File: src/conv_pkg.sv
// shared widths, addresses, controller states and beat types, referenced by scope from every rtl file
`default_nettype none

package conv_pkg;

	// memory bus widths
	localparam int addr_w = 12;
	localparam int data_w = 16;

	// column index inside one row word
	localparam int col_w = 4;

	// kernel is fixed at 3x3
	localparam int kernel_dim = 3;

	// weight word sits at address 1, address 0 is not read
	localparam logic [addr_w-1:0] weight_addr = addr_w'(1);

	// row-count value that ends the run
	localparam logic [data_w-1:0] end_marker = 16'h00FF;

	// beat leaving sweep_ctrl to its output bit at row_packer
	localparam int pipe_depth = 3;

	// controller states
	typedef enum logic [3:0] {
		idle,
		read_rows,
		read_cols,
		fill_r0,
		fill_r1,
		fill_r2,
		sweep,
		next_row,
		drain
	} ctrl_state_t;

	// one image column of the three-row window
	typedef struct packed {
		logic valid;
		logic keep;
		logic row_end;
		logic [col_w-1:0] out_col;
		logic [addr_w-1:0] waddr;
		logic [kernel_dim-1:0] pixels;
	} col_beat_t;

	// nine pixel/weight mismatch flags, bit 3*r+j
	typedef struct packed {
		logic valid;
		logic keep;
		logic row_end;
		logic [col_w-1:0] out_col;
		logic [addr_w-1:0] waddr;
		logic [kernel_dim*kernel_dim-1:0] mismatch;
	} match_beat_t;

	// one output pixel with its position tags
	typedef struct packed {
		logic valid;
		logic keep;
		logic row_end;
		logic [col_w-1:0] out_col;
		logic [addr_w-1:0] waddr;
		logic out_bit;
	} result_beat_t;

endpackage

`default_nettype wire
File: src/conv_top.sv
// binary 3x3 convolution engine top, connects the pipeline stages to the three memory ports
`timescale 1ns/100ps
`default_nettype none

module conv_top (
	input wire logic clk,
	input wire logic reset_b,
	input wire logic dut_run,
	output logic dut_busy,
	output logic [conv_pkg::addr_w-1:0] dut_sram_read_address,
	input wire logic [conv_pkg::data_w-1:0] sram_dut_read_data,
	output logic [conv_pkg::addr_w-1:0] dut_wmem_read_address,
	input wire logic [conv_pkg::data_w-1:0] wmem_dut_read_data,
	output logic [conv_pkg::addr_w-1:0] dut_sram_write_address,
	output logic [conv_pkg::data_w-1:0] dut_sram_write_data,
	output logic dut_sram_write_enable
);

	// kernel weights, stable while beats flow
	logic [conv_pkg::kernel_dim*conv_pkg::kernel_dim-1:0] weights;

	// beats between stages
	conv_pkg::col_beat_t col_beat;
	conv_pkg::match_beat_t match_beat;
	conv_pkg::result_beat_t result_beat;

	// fsm, memory reads and column beats
	sweep_ctrl u_ctrl (
		.clk(clk),
		.reset_b(reset_b),
		.dut_run(dut_run),
		.sram_dut_read_data(sram_dut_read_data),
		.wmem_dut_read_data(wmem_dut_read_data),
		.dut_busy(dut_busy),
		.dut_sram_read_address(dut_sram_read_address),
		.dut_wmem_read_address(dut_wmem_read_address),
		.weights(weights),
		.beat(col_beat)
	);

	// 3x3 window vs weights, 1 cycle
	xnor_window u_window (
		.clk(clk),
		.reset_b(reset_b),
		.weights(weights),
		.beat(col_beat),
		.match(match_beat)
	);

	// mismatch count and threshold, 2 cycles
	majority_tree u_majority (
		.clk(clk),
		.reset_b(reset_b),
		.match(match_beat),
		.result(result_beat)
	);

	// row assembly and output write
	row_packer u_packer (
		.clk(clk),
		.reset_b(reset_b),
		.result(result_beat),
		.dut_sram_write_address(dut_sram_write_address),
		.dut_sram_write_data(dut_sram_write_data),
		.dut_sram_write_enable(dut_sram_write_enable)
	);

endmodule

`default_nettype wire

File: src/sweep_ctrl.sv
// controller fsm, reads image headers, weights and rows and issues one column beat per cycle
`timescale 1ns/100ps
`default_nettype none

module sweep_ctrl (
	input wire logic clk,
	input wire logic reset_b,
	input wire logic dut_run,
	input wire logic [conv_pkg::data_w-1:0] sram_dut_read_data,
	input wire logic [conv_pkg::data_w-1:0] wmem_dut_read_data,
	output logic dut_busy,
	output logic [conv_pkg::addr_w-1:0] dut_sram_read_address,
	output logic [conv_pkg::addr_w-1:0] dut_wmem_read_address,
	output logic [conv_pkg::kernel_dim*conv_pkg::kernel_dim-1:0] weights,
	output conv_pkg::col_beat_t beat
);

	conv_pkg::ctrl_state_t state;

	// image size
	logic [conv_pkg::data_w-1:0] rows;
	logic [conv_pkg::col_w-1:0] last_col;

	// rows already pulled into the window
	logic [conv_pkg::data_w-1:0] rows_loaded;

	// sweep column and output row address
	logic [conv_pkg::col_w-1:0] col;
	logic [conv_pkg::addr_w-1:0] waddr;

	// counts drain cycles up to pipe_depth
	logic [2:0] drain_cnt;

	// three-row window, row0 on top
	logic [conv_pkg::data_w-1:0] row0;
	logic [conv_pkg::data_w-1:0] row1;
	logic [conv_pkg::data_w-1:0] row2;

	// the read pointer doubles as the sram read address
	// it runs one word ahead of the data being consumed
	always_ff @(posedge clk or negedge reset_b) begin
		if (!reset_b) begin
			state <= conv_pkg::idle;
			dut_busy <= 1'b0;
			dut_sram_read_address <= '0;
			dut_wmem_read_address <= '0;
			weights <= '0;
			rows <= '0;
			last_col <= '0;
			rows_loaded <= '0;
			col <= '0;
			waddr <= '0;
			drain_cnt <= '0;
			beat <= '0;
		end else begin
			// beats last one cycle unless sweep refreshes them
			beat <= '0;
			case (state)
				conv_pkg::idle: begin
					dut_sram_read_address <= '0;
					dut_wmem_read_address <= '0;
					waddr <= '0;
					if (dut_run) begin
						state <= conv_pkg::read_rows;
						dut_busy <= 1'b1;
						// address 0 is already on the bus
						dut_sram_read_address <= conv_pkg::addr_w'(1);
						dut_wmem_read_address <= conv_pkg::weight_addr;
					end
				end
				conv_pkg::read_rows: begin
					// data is the row-count word here
					if (sram_dut_read_data == conv_pkg::end_marker) begin
						state <= conv_pkg::drain;
						drain_cnt <= '0;
					end else begin
						rows <= sram_dut_read_data;
						dut_sram_read_address <= dut_sram_read_address + 1'b1;
						state <= conv_pkg::read_cols;
					end
				end
				conv_pkg::read_cols: begin
					// 16 columns wraps to 0, minus one gives 15
					last_col <= sram_dut_read_data[conv_pkg::col_w-1:0] - 1'b1;
					// weight word arrives alongside the column count
					weights <= wmem_dut_read_data[conv_pkg::kernel_dim*conv_pkg::kernel_dim-1:0];
					dut_sram_read_address <= dut_sram_read_address + 1'b1;
					state <= conv_pkg::fill_r0;
				end
				conv_pkg::fill_r0: begin
					dut_sram_read_address <= dut_sram_read_address + 1'b1;
					state <= conv_pkg::fill_r1;
				end
				conv_pkg::fill_r1: begin
					dut_sram_read_address <= dut_sram_read_address + 1'b1;
					state <= conv_pkg::fill_r2;
				end
				conv_pkg::fill_r2: begin
					// pointer stays on row 3 for the whole sweep
					rows_loaded <= conv_pkg::data_w'(3);
					col <= '0;
					state <= conv_pkg::sweep;
				end
				conv_pkg::sweep: begin
					beat.valid <= 1'b1;
					// first two columns only prime the window
					beat.keep <= (col >= conv_pkg::col_w'(2));
					beat.row_end <= (col == last_col);
					beat.out_col <= col - conv_pkg::col_w'(2);
					beat.waddr <= waddr;
					beat.pixels <= {row2[col], row1[col], row0[col]};
					col <= col + 1'b1;
					if (col == last_col) begin
						state <= conv_pkg::next_row;
					end
				end
				conv_pkg::next_row: begin
					// data is the next row word or the next image header
					waddr <= waddr + 1'b1;
					dut_sram_read_address <= dut_sram_read_address + 1'b1;
					col <= '0;
					if (rows_loaded == rows) begin
						state <= conv_pkg::read_rows;
					end else begin
						rows_loaded <= rows_loaded + 1'b1;
						state <= conv_pkg::sweep;
					end
				end
				conv_pkg::drain: begin
					// let the last row reach the output memory
					if (drain_cnt == 3'(conv_pkg::pipe_depth)) begin
						state <= conv_pkg::idle;
						dut_busy <= 1'b0;
						dut_sram_read_address <= '0;
						dut_wmem_read_address <= '0;
					end else begin
						drain_cnt <= drain_cnt + 1'b1;
					end
				end
				default: begin
					state <= conv_pkg::idle;
				end
			endcase
		end
	end

	// row words, loaded at fill time and shifted up after each row
	always_ff @(posedge clk) begin
		case (state)
			conv_pkg::fill_r0: begin
				row0 <= sram_dut_read_data;
			end
			conv_pkg::fill_r1: begin
				row1 <= sram_dut_read_data;
			end
			conv_pkg::fill_r2: begin
				row2 <= sram_dut_read_data;
			end
			conv_pkg::next_row: begin
				// nothing to shift once the image is done
				if (rows_loaded != rows) begin
					row0 <= row1;
					row1 <= row2;
					row2 <= sram_dut_read_data;
				end
			end
			default: begin
				row0 <= row0;
			end
		endcase
	end

endmodule

`default_nettype wire

File: src/row_packer.sv
// packs output bits into a row word and writes it to the output memory on the row's last bit
`timescale 1ns/100ps
`default_nettype none

module row_packer (
	input wire logic clk,
	input wire logic reset_b,
	input wire conv_pkg::result_beat_t result,
	output logic [conv_pkg::addr_w-1:0] dut_sram_write_address,
	output logic [conv_pkg::data_w-1:0] dut_sram_write_data,
	output logic dut_sram_write_enable
);

	// bits gathered so far in this row
	logic [conv_pkg::data_w-1:0] acc;
	// accumulator with the incoming bit merged in
	logic [conv_pkg::data_w-1:0] word;

	always_comb begin
		word = acc;
		if (result.valid && result.keep) begin
			word[result.out_col] = result.out_bit;
		end
	end

	always_ff @(posedge clk or negedge reset_b) begin
		if (!reset_b) begin
			acc <= '0;
			dut_sram_write_address <= '0;
			dut_sram_write_data <= '0;
			dut_sram_write_enable <= 1'b0;
		end else begin
			// single-cycle write pulse
			dut_sram_write_enable <= 1'b0;
			if (result.valid) begin
				if (result.row_end) begin
					// last bit goes straight into the written word
					dut_sram_write_address <= result.waddr;
					dut_sram_write_data <= word;
					dut_sram_write_enable <= 1'b1;
					// start clean, upper bits stay zero
					acc <= '0;
				end else begin
					acc <= word;
				end
			end
		end
	end

endmodule

`default_nettype wire

File: src/majority_tree.sv
// two-stage full-adder tree, output bit is 1 when at most four of nine pairs differ
`timescale 1ns/100ps
`default_nettype none

module majority_tree (
	input wire logic clk,
	input wire logic reset_b,
	input wire conv_pkg::match_beat_t match,
	output conv_pkg::result_beat_t result
);

	// stage 1 partial sums, one full adder per kernel row
	logic [conv_pkg::kernel_dim-1:0] s1_ones;
	logic [conv_pkg::kernel_dim-1:0] s1_twos;
	conv_pkg::result_beat_t s1_tag;

	// stage 2 adders
	logic [1:0] sum_ones;
	logic [1:0] sum_twos;
	// mismatch count, 0..9
	logic [3:0] count;

	// returns {carry, sum}
	function automatic logic [1:0] full_add(input logic a, input logic b, input logic c);
		return {(a & b) | (a & c) | (b & c), a ^ b ^ c};
	endfunction

	always_ff @(posedge clk or negedge reset_b) begin
		if (!reset_b) begin
			s1_ones <= '0;
			s1_twos <= '0;
			s1_tag <= '0;
		end else begin
			for (int r = 0; r < conv_pkg::kernel_dim; r++) begin
				{s1_twos[r], s1_ones[r]} <= full_add(match.mismatch[3*r],
					match.mismatch[3*r+1], match.mismatch[3*r+2]);
			end
			s1_tag.valid <= match.valid;
			s1_tag.keep <= match.keep;
			s1_tag.row_end <= match.row_end;
			s1_tag.out_col <= match.out_col;
			s1_tag.waddr <= match.waddr;
			// filled in by stage 2
			s1_tag.out_bit <= 1'b0;
		end
	end

	// ones column gives weight 1 and 2, twos column weight 2 and 4
	always_comb begin
		sum_ones = full_add(s1_ones[0], s1_ones[1], s1_ones[2]);
		sum_twos = full_add(s1_twos[0], s1_twos[1], s1_twos[2]);
		count = {3'b000, sum_ones[0]} + {2'b00, sum_ones[1], 1'b0}
			+ {2'b00, sum_twos[0], 1'b0} + {1'b0, sum_twos[1], 2'b00};
	end

	always_ff @(posedge clk or negedge reset_b) begin
		if (!reset_b) begin
			result <= '0;
		end else begin
			result <= s1_tag;
			// majority of matches
			result.out_bit <= (count <= 4'd4);
		end
	end

endmodule

`default_nettype wire

File: src/xnor_window.sv
// 3x3 bit shift window, flags every pixel that differs from its weight, one cycle latency
`timescale 1ns/100ps
`default_nettype none

module xnor_window (
	input wire logic clk,
	input wire logic reset_b,
	input wire logic [conv_pkg::kernel_dim*conv_pkg::kernel_dim-1:0] weights,
	input wire conv_pkg::col_beat_t beat,
	output conv_pkg::match_beat_t match
);

	// win[r][j], kernel row r, kernel column j, j=2 is the newest column
	logic [conv_pkg::kernel_dim-1:0][conv_pkg::kernel_dim-1:0] win;
	logic [conv_pkg::kernel_dim-1:0][conv_pkg::kernel_dim-1:0] shifted;

	// window after taking in the incoming column
	always_comb begin
		for (int r = 0; r < conv_pkg::kernel_dim; r++) begin
			shifted[r] = {beat.pixels[r], win[r][conv_pkg::kernel_dim-1:1]};
		end
	end

	// only valid beats move the window
	always_ff @(posedge clk) begin
		if (beat.valid) begin
			win <= shifted;
		end
	end

	always_ff @(posedge clk or negedge reset_b) begin
		if (!reset_b) begin
			match <= '0;
		end else begin
			// tags ride along unchanged
			match.valid <= beat.valid;
			match.keep <= beat.keep;
			match.row_end <= beat.row_end;
			match.out_col <= beat.out_col;
			match.waddr <= beat.waddr;
			// mismatch bit 3*r+j pairs with weight bit 3*r+j
			for (int r = 0; r < conv_pkg::kernel_dim; r++) begin
				for (int j = 0; j < conv_pkg::kernel_dim; j++) begin
					match.mismatch[conv_pkg::kernel_dim*r+j] <=
						shifted[r][j] ^ weights[conv_pkg::kernel_dim*r+j];
				end
			end
		end
	end

endmodule

`default_nettype wire

File: config.mk
export PLATFORM = sky130hd
export DESIGN_NAME = conv_top
export DESIGN_NICKNAME = d
export VERILOG_FILES = /design/src/conv_pkg.sv /design/src/conv_top.sv /design/src/sweep_ctrl.sv /design/src/row_packer.sv /design/src/majority_tree.sv /design/src/xnor_window.sv
export SDC_FILE = /design/constraint.sdc
export NUM_CORES = 1
export LEC_CHECK = 0
export ABC_AREA = 1
export BUFFER_PORTS_ARGS = -buffer_cell sky130_fd_sc_hd__buf_2
export CELL_PAD_IN_SITES_DETAIL_PLACEMENT = 0
export CELL_PAD_IN_SITES_GLOBAL_PLACEMENT = 1
export CORE_UTILIZATION = 47
export DETAILED_ROUTE_END_ITERATION = 16
export PLACE_DENSITY = 0.79
export SLEW_MARGIN = 10
export SYNTH_ARGS = -nofsm -noshare
export SYNTH_HDL_FRONTEND = slang
export SYNTH_SLANG_ARGS = --single-unit
File: constraint.sdc
create_clock -name clk -period 2.25 [get_ports clk]
set_input_delay 0 -clock clk [delete_from_list [all_inputs] [get_ports clk]]
set_output_delay 0 -clock clk [all_outputs]
set_load 0.02 [all_outputs]
==> out/qor.yml, run 1 <==
outcome:
  outcome: "completed"
clock_tree:
  post_cts_resized: 0
  root_buffer: "clkbuf_16"
  path_clk_slew_ns: 0.06
  cts_max_level: 1
  cts_tree: "done"
  clock_latency_ns: 0.55
  cts_made_buffers: 30
  cts_buffer_depth: 3
  clock-sinks: 276
timing:
  fin_tns_setup_ns: 0
  slew-limit-headroom_pct: 53.3
  max_clock_freq_mhz: 528
  period_share_pct: 84.2
  timing.hold.ws_ns: 0.196
  setup_viol: 0
  skew_ns: 0.0120
  rsz0062_at_grt: "false"
  timing.final.crit_period_ns: 1.89
  slew_violations: 0
  hold_viol_final: 0
  worst_pin_slew_ns: 0.700
global_route:
  grt_pass1_vias: 7897
  antenna_found_initial: 0
  grtUsageTotal_pct: 19.0
  grt-ovfl-total: 0
  grt_max_degree: 69
  grt_first_pass_wirelength_mm: 39.3
logic_synthesis:
  synth_seq_cells: 276
  yosysUniqueCellTypes: 38
  synth_top_area_cell: "dfrtp_1"
  syn_area_mm2: 0.0117
  synthCells: 1232
  yosys_most_used_dff: "dfrtp_1"
  synth-seq-area-share_pct: 61.5
  synth-edff-count: 54
  yosys_warnings: 0
  synth.avg_cell_area_um2: 9.47
  synthTopCellsByArea: "dfrtp_1 (48%), edfxtp_1 (14%), nand2_1 (11%), o21ai_0 (4.3%), inv_1 (4.1%)"
  synth_top_area_share_pct: 47.6
  async_flop_share_pct: 80.4
final_layout:
  fill_cells: 2157
  fin_nets: 1397
  area_growth_pct: 16.8
  multi_input_area_mm2: 0.00376
  utilization_pct: 56.0
  n_antenna_cell: 0
  drive_above_1_share_pct: 10.9
  final-seq-area_mm2: 0.00718
run:
  max_cap_viol_count: 0
power:
  p_leak_nw: 6.65
  p_per_area_mw_per_mm2: 1160
  peakVddDrop_mv: 0.599
  power_mw: 15.8
critical_path:
  path_cells: "nor2_1, nand3_1, nand4_1, nand3_2, o21a_1"
  crit_path_end_kind: "flip-flop"
  cp_data_required_time_ns: 2.68
  worst_path_max_delay_cell: "dfrtp_1"
  path_max_fanout: 23
  start_kind: "flip-flop"
  crit_buf_inv: 0
  crit_arrival_ns: 2.33
  slowest_delay_ns: 0.42
  path_delay_family: "simple AND/OR/NAND/NOR gates"
  path_class: "flip-flop to flip-flop"
detailed_routing:
  drt_first_pass_iters: 5
  via_per_inst: 4.88
  postRouteAntennaNets: 0
  route.detailed.drc: 0
  vias: 8237
  wl_per_cell_um: 13.8
  drt-initial-drc-count: 506
  routed_wl_mm: 23.3
floorplanning:
  die_x_um: 160
  floorplan.io_pins: 89
  die-height_um: 160
  core-area_mm2: 0.0243
  rows: 57
  start_util_pct: 48.0
  die_area_mm2: 0.0255
worst_hold_path:
  hold_class: "input port to flip-flop"
place:
  place_congestion: 0.835
  dpl.hpwl_mm: 15.4
  io_buffers: 70
## state kept, by name, indices dropped and copies added (netlist names), 19 cells and up
signal / cells
u_window.match: 28
u_majority.result: 20
u_majority.s1_tag: 19
u_ctrl.beat: 22
## cell type report
type	instances	share of cell area (%)
flip-flops and latches	276	52.7
multi-input cells	784	27.6
repair buffers	120	6.21
clock buffers	40	6.00
inverters	132	3.64
well taps	324	2.97
clock inverters	13	0.927
## path summary, 6_finish.rpt
check	cells after the start	slack (ns)	endpoint	startpoint
setup / recovery	5	0.36	u_ctrl.dut_sram_read_address[0]	u_ctrl.state[1]
hold / removal	4	0.20	u_ctrl.weights[8]	wmem_dut_read_data[8]
setup reg to reg	5	0.36	u_ctrl.dut_sram_read_address[0]	u_ctrl.state[1]
hold reg to reg	0	0.34	u_majority.s1_tag[6]	u_window.match[14]
max in group asynchronous	4	0.83	u_packer.dut_sram_write_address[5]	reset_b
min in group asynchronous	3	0.54	u_packer.dut_sram_write_address[3]	reset_b
## power breakdown
part | leakage (nW) | total, mW | internal, mW | switching, mW
sequential | 3.47 | 7.15 | 6.49 | 0.659
combinational | 2.72 | 4.00 | 1.30 | 2.70
clock | 0.459 | 4.67 | 2.76 | 1.91
## synth_stat cells, types with 2 or more instances
cell type and n:
inv_2 3, nand2_2 3, or2_2 4, nand4_1 14, ha_1 13, inv_1 127, nand2_1 345, edfxtp_1 54
dfrtp_1 222, a21oi_1 22, o21ai_0 101, xnor2_1 3, buf_4 17, clkinv_1 2, o22ai_1 20, buf_2 10
nor2_1 97, nor3_1 18, o211ai_1 11, fa_1 5, nor2_2 2, o21ai_1 11, nand3_1 66, xor2_1 27
clkbuf_1 22
## through the flow
step	instance area, µm²	setup WS [ns]	instances
after floorplan	11700	0.479	1242
after global placement	12400	0.392	1607
after detailed placement	12400	0.365	1607
after CTS	13600	0.356	1689
after global routing	13600	0.159	1689
final	13600	0.355	1689
## worst reg2reg max path: stages, from the launching register on
cell     delay [ns]
dfrtp_1        0.42
nor2_1         0.28
nand3_1        0.23
nand4_1        0.17
nand3_2        0.38
o21a_1         0.31
## placed cells by master (no fill, tap or decap), drive strengths merged, types with 29 or more instances in the layout
| cell type | Yosys | layout |
|---|---|---|
| inv | 130 | 130 |
| clkbuf | 22 | 40 |
| buf | 28 | 91 |
| o21ai | 112 | 112 |
| dlygate4sd3 | 0 | 29 |
| nand2 | 349 | 349 |
| edfxtp | 54 | 54 |
| nand3 | 67 | 67 |
| nor2 | 100 | 100 |
| dfrtp | 222 | 222 |
## cell families after synthesis
group / count (synthesis) / synth area share, %
and+or+nand+nor: 556 / 19.6
other: 1 / 0.0321
xor gates and xnor gates: 30 / 2.25
adders and majority gates: 18 / 2.25
DFF: 276 / 61.5
buffers and inverters: 182 / 6.57
AOI/OAI and AO/OA: 169 / 7.80
## what timing repair did
item	4_1_cts	5_1_grt
hold endpoints to repair	304	0
hold buffers	29	0
endpoints found under the setup margin	0	0
buffers inserted	0	0
## layer usage
layer | wire length (µm) | track usage (%) | share of wire (%)
met5 | 0 | 0 | 0
met4 | 486 | 5.64 | 2.1
met2 | 11300 | 32.3 | 48
met3 | 789 | 2.76 | 3.4
met1 | 10700 | 25.4 | 46
(Power assumes the default switching activity.)
==> run 2, diff against run 1 <==
==> constraint.sdc (replaced) <==
create_clock -name clk -period 1.93 [get_ports clk]
set_input_delay 0 -clock clk [delete_from_list [all_inputs] [get_ports clk]]
set_output_delay 0 -clock clk [all_outputs]
set_load 0.02 [all_outputs]
==> run 2 against run 1 <==
  * Register-to-register slack got worse by 0.12 ns
  * Critical path depth rose by 3
  * Power rose by 18%
  * Combinational power rose by 25%
  * Utilization up 0.50 points
  * Design area grew 0.89%
  * Non-clock buffer count increased by 10
  * Routed wire length grew 1.3%
  * Worst hold slack improved by 0.0091 ns
  * Worst setup slack got worse by 0.12 ns
  * Clock skew increased by 0.00079 ns
  * Critical endpoint is now u_ctrl.waddr[10]
  * Largest cell class unchanged
==> out/qor.yml, run 2 (synthesis results as in run 1) <==
outcome:
  outcome: "completed"
final_layout:
  largestRegisters: "u_window.match x28, u_ctrl.beat x22, u_majority.result x20"
  regMostFlops: "u_window.match"
  drive_above_1_share_pct: 11.9
  layout_commonest_cell: "nand2_1"
  largest_reg_flops: 28
  fill_cells: 2137
  final_cell_mix: "nand2_1 (345), dfrtp_1 (222), inv_1 (127), o21ai_0 (101), nor2_1 (97)"
  n_antenna_cell: 0
  fin_nets: 1405
  area_growth_pct: 17.9
power:
  peakVddDrop_mv: 0.663
  p_per_area_mw_per_mm2: 1360
  p_int_mw: 12.5
  power_switching_mw: 6.18
  comb_power_share_pct: 26.8
  p_leak_nw: 6.71
  power.share.clock_pct: 28.3
  seqPwrFrac_pct: 44.9
  p_sw_share_pct: 33.1
detailed_routing:
  wl_per_cell_um: 13.9
  postRouteAntennaNets: 0
  routed_wl_mm: 23.6
  drt-initial-drc-count: 514
  drt_first_pass_iters: 5
  via_per_inst: 4.88
  route.detailed.drc: 0
  vias: 8282
timing:
  slew_violations: 0
  worst_pin_slew_ns: 0.574
  hold_viol_final: 0
  period_share_pct: 88.0
  setup_viol: 0
  fin_tns_setup_ns: 0
  slew-limit-headroom_pct: 61.6
  timing.hold.ws_ns: 0.205
  timing.final.crit_period_ns: 1.70
  fin_ws_ns: 0.232
  rsz0062_at_grt: "false"
  max_clock_freq_mhz: 589
  skew_ns: 0.0128
global_route:
  grt_first_pass_wirelength_mm: 40.2
  antenna_found_initial: 0
  grtUsageTotal_pct: 19.3
  grt-ovfl-total: 0
  grt_max_degree: 61
  grt_pass1_vias: 8156
critical_path:
  reg2reg_depth: 8
  r2r_setup_slack_ns: 0.23
  r2r_start: "u_ctrl.waddr[0]"
  r2r-end: "u_ctrl.waddr[10]"
  crit_arrival_ns: 2.13
  path_max_fanout: 5
  cp_data_required_time_ns: 2.36
  path_class: "flip-flop to flip-flop"
  slowest_delay_ns: 0.41
  crit_path_end_kind: "flip-flop"
  start_kind: "flip-flop"
  path_cells: "ha_1, nand3_1, nor3_1, nand3_1, o21ai_0, o21ai_0, nand2_1, inv_1"
  worst_path_max_delay_cell: "dfrtp_1"
floorplanning:
  floorplan.io_pins: 89
  start_util_pct: 48.0
  die_x_um: 160
  rows: 57
  core-area_mm2: 0.0243
  die_area_mm2: 0.0255
  die-height_um: 160
clock_tree:
  clock_latency_ns: 0.54
  cts_buffer_depth: 3
  root_buffer: "clkbuf_16"
  path_clk_slew_ns: 0.06
  clock-sinks: 276
  cts_max_level: 1
  cts_made_buffers: 28
  post_cts_resized: 0
  cts_tree: "done"
worst_hold_path:
  hold_end: "u_ctrl.weights[3]"
  min_path_cells: 4
  hold_class: "input port to flip-flop"
  hp-start: "wmem_dut_read_data[3]"
place:
  io_buffers: 70
  dp_worst_setup_slack_ns: 0.227
  dpl.hpwl_mm: 15.8
  place_congestion: 0.849
run:
  max_cap_viol_count: 0
==> run 2: layout make-up <==
class / instances / area (µm²) / area share [%]
flip-flops and latches: 276 / 7180 / 52.2
clock inverters: 11 / 92.6 / 0.673
inverters: 132 / 495 / 3.60
clock buffers: 40 / 826 / 6.00
repair buffers: 130 / 993 / 7.22
multi-input cells: 784 / 3760 / 27.4
well taps: 324 / 405 / 2.95
==> run 2: per-layer routing <==
metal	track usage, %	up-vias	part of all wire (%)
li1	-	4188	-
met1	25.5	3911	45
met2	33.3	145	49
met3	2.87	38	3.7
met4	5.11	0	2.2
met5	0	-	0
==> run 2: timing repair <==
action,CTS,global route
endpoints found under the setup margin,0,0
hold buffers,28,0
endpoints found under the hold margin,303,0
buffers inserted,0,0
==> run 2: worst max-delay path: cells and delay by family (launching register included) <==
family / cells / cell delay (ns)
buffers and inverters: 1 / 0.03
flip-flops: 1 / 0.41
AND/OR/NAND/NOR: 4 / 0.66
adder cells (fa/ha/maj): 1 / 0.22
AO/OA/AOI/OAI: 2 / 0.26
==> run 2: worst max path at each step <==
stage,cells after the start,to,start
floorplan,10,u_ctrl.row0[0],u_ctrl.rows_loaded[2]
global placement,7,u_ctrl.row2[9],u_ctrl.state[3]
detailed placement,7,u_ctrl.row2[11],u_ctrl.state[3]
CTS,7,u_ctrl.row2[0],u_ctrl.state[3]
global route,11,u_ctrl.rows_loaded[7],u_ctrl.rows_loaded[10]
finish,8,u_ctrl.waddr[10],u_ctrl.waddr[0]
==> run 2: metrics by stage <==
step | util (%) | instances | instance area, µm² | power (mW)
after detailed placement | 51.6 | 1618 | 12600 | 13.5
after CTS | 56.5 | 1697 | 13800 | 18.9
final | 56.5 | 1697 | 13800 | 18.7
after floorplan | - | 1242 | 11700 | 11.7
after global placement | 51.6 | 1618 | 12600 | 13.3
after global routing | 56.5 | 1697 | 13800 | 19.9
==> run 2: power by group through the flow <==
stage          registers (mW)  clock network, mW  logic (mW)
6_report                 8.37               5.29        5.00
5_1_grt                  8.54               5.67        5.73
4_1_cts                  8.38               5.42        5.07
3_5_place_dp             8.48                  0        4.99
3_3_place_gp             8.43                  0        4.89
2_1_floorplan            8.30                  0        3.41
==> run 3, diff against run 2 <==
--- a/config.mk
+++ b/config.mk
@@ -6,12 +6,12 @@
 export NUM_CORES = 1
 export LEC_CHECK = 0
 export ABC_AREA = 1
-export BUFFER_PORTS_ARGS = -buffer_cell sky130_fd_sc_hd__buf_2
 export CELL_PAD_IN_SITES_DETAIL_PLACEMENT = 0
 export CELL_PAD_IN_SITES_GLOBAL_PLACEMENT = 1
-export CORE_UTILIZATION = 47
+export CORE_UTILIZATION = 49
 export DETAILED_ROUTE_END_ITERATION = 16
-export PLACE_DENSITY = 0.79
+export DONT_BUFFER_PORTS = 1
+export PLACE_DENSITY = 0.78
 export SLEW_MARGIN = 10
 export SYNTH_ARGS = -nofsm -noshare
 export SYNTH_HDL_FRONTEND = slang
==> run 3 against run 2 <==
  * The run now ends with hold timing left
  * Critical path depth decreased by 2
  * First-iteration DRC count up 18%
  * Fmax decreased by 1.8%
  * Sequential share of layout area increased by 1.2 points
  * Clock skew rose by 0.021 ns
  * Cell count fell by 4.2%
  * Highest routed layer unchanged
==> out/qor.yml, run 3 (synthesis results as in run 1) <==
timing:
  setup_viol: 0
  slew_violations: 0
  timing.final.crit_period_ns: 1.73
  max_clock_freq_mhz: 578
  timing.hold.ws_ns: -0.875
  period_share_pct: 89.6
  slew-limit-headroom_pct: 61.4
  hold_viol_final: 222
  skew_ns: 0.0333
  fin_tns_setup_ns: 0
  worst_pin_slew_ns: 0.578
  rsz0062_at_grt: "false"
power:
  p_leak_nw: 6.41
  power_mw: 18.9
  p_per_area_mw_per_mm2: 1410
  peakVddDrop_mv: 0.662
place:
  dpl.hpwl_mm: 15.4
  place_congestion: 0.804
  io_buffers: 0
final_layout:
  drive_above_1_share_pct: 8.04
  largest_reg_flops: 28
  largestRegisters: "u_window.match x28, u_ctrl.beat x22, u_majority.result x20"
  utilization_pct: 57.4
  final_cell_mix: "nand2_1 (345), dfrtp_1 (222), inv_1 (127), o21ai_0 (101), nor2_1 (97)"
  final-seq-area_mm2: 0.00718
  layout_commonest_cell: "nand2_1"
  regMostFlops: "u_window.match"
  area_growth_pct: 15.1
  multi_input_area_mm2: 0.00378
  n_antenna_cell: 0
  fin_nets: 1337
  fill_cells: 2112
floorplanning:
  start_util_pct: 49.9
  die_area_mm2: 0.0244
  core-area_mm2: 0.0234
  die_x_um: 156
  die-height_um: 156
  floorplan.io_pins: 89
  rows: 56
global_route:
  grt-ovfl-total: 0
  grt_max_degree: 223
  grt_pass1_vias: 7975
  antenna_found_initial: 0
  grt_first_pass_wirelength_mm: 39.5
  grtUsageTotal_pct: 20.4
clock_tree:
  cts_tree: "done"
  cts_setup_buffers: 0
  cts_max_level: 1
  cts_buffer_depth: 3
  cts_made_buffers: 28
  clock-sinks: 276
  path_clk_slew_ns: 0.07
  postCtsHoldBufs: 26
  root_buffer: "clkbuf_16"
  clock_latency_ns: 0.57
detailed_routing:
  drt-initial-drc-count: 606
  drt_first_pass_iters: 5
  wl_per_cell_um: 14.6
  route.detailed.drc: 0
  routed_wl_mm: 23.8
  postRouteAntennaNets: 0
  vias: 8110
  via_per_inst: 4.99
critical_path:
  path_class: "flip-flop to flip-flop"
  crit_path_end_kind: "flip-flop"
  crit_arrival_ns: 2.14
  cp_data_required_time_ns: 2.34
  path_cells: "buf_12, clkinv_1, o21ai_0, o211ai_1, nand3_1, a21oi_1"
  start_kind: "flip-flop"
  path_max_fanout: 45
  slowest_delay_ns: 0.38
  worst_path_max_delay_cell: "dfrtp_1"
outcome:
  violations: "hold timing"
  outcome: "finished, violations left"
worst_hold_path:
  hold_class: "input port to async pin"
run:
  max_cap_viol_count: 0
-- run 3: cell count changes in the layout (fill, tap and decap cells not counted), moves of 3 or more --
| cell | delta |
|---|---|
| buf_4 | +8 |
| clkbuf_8 | -3 |
| buf_2 | -69 |
| buf_12 | -4 |
| inv_6 | +4 |
| clkbuf_1 | -3 |
-- run 3: worst paths after layout --
| path | startpoint | end | slack, ns | cells past startpoint |
|---|---|---|---|---|
| worst min-delay path | reset_b | u_packer.dut_sram_write_address[2] | -0.87 | 0 |
| worst max-delay path | u_ctrl.col[0] | u_ctrl.beat[0] | 0.20 | 6 |
| min in group clk | sram_dut_read_data[3] | u_ctrl.state[1] | 0.05 | 6 |
| worst max register to register | u_ctrl.col[0] | u_ctrl.beat[0] | 0.20 | 6 |
| worst min register to register | u_window.match[20] | u_majority.s1_tag[12] | 0.34 | 0 |
| max in group asynchronous | reset_b | u_packer.dut_sram_write_data[6] | 2.48 | 0 |
-- run 3: layout make-up --
type | instances | area share, %
sequential | 276 | 53.4
multi-input combinational | 784 | 28.1
clock buffer | 34 | 5.76
inverter | 132 | 3.69
clock inverter | 18 | 1.62
timing repair buffer | 62 | 4.42
tap | 319 | 2.97
-- run 3: layer usage --
metal | vias up | GRT usage (%) | routed length [µm]
li1 | 4055 | - | -
met1 | 3853 | 26.3 | 10400
met2 | 168 | 35.9 | 11800
met3 | 34 | 3.07 | 1140
met4 | 0 | 5.60 | 471
met5 | - | 0 | 0
-- run 3: per-stage QoR --
step | setup slack, ns | instance area [µm²] | cells
finish | 0.200 | 13400 | 1625
global route | 0.00392 | 13400 | 1625
CTS | 0.140 | 13400 | 1625
detailed placement | 0.163 | 12200 | 1547
global placement | 0.189 | 12200 | 1547
floorplan | 0.159 | 11700 | 1242
-- run 3: report_power, final --
group,internal [mW],leakage (nW),total (mW),switching (mW)
Clock,3.31,0.488,5.68,2.37
Sequential,7.56,3.47,8.42,0.858
Combinational,1.70,2.45,4.83,3.13
Total,12.6,6.41,18.9,6.35
-- run 3: worst max-delay path, delay by kind of cell, from the launching register on --
| kind | cells | cell delay (ns) |
|---|---|---|
| buffers and inverters | 2 | 0.55 |
| AO/OA/AOI/OAI | 3 | 0.50 |
| flip-flops | 1 | 0.38 |
| AND/OR/NAND/NOR | 1 | 0.15 |
-- run 3: what timing repair did --
action,CTS,global route
endpoints found under the hold margin,303,222
resized for setup,0,2
endpoints found under the setup margin,0,32
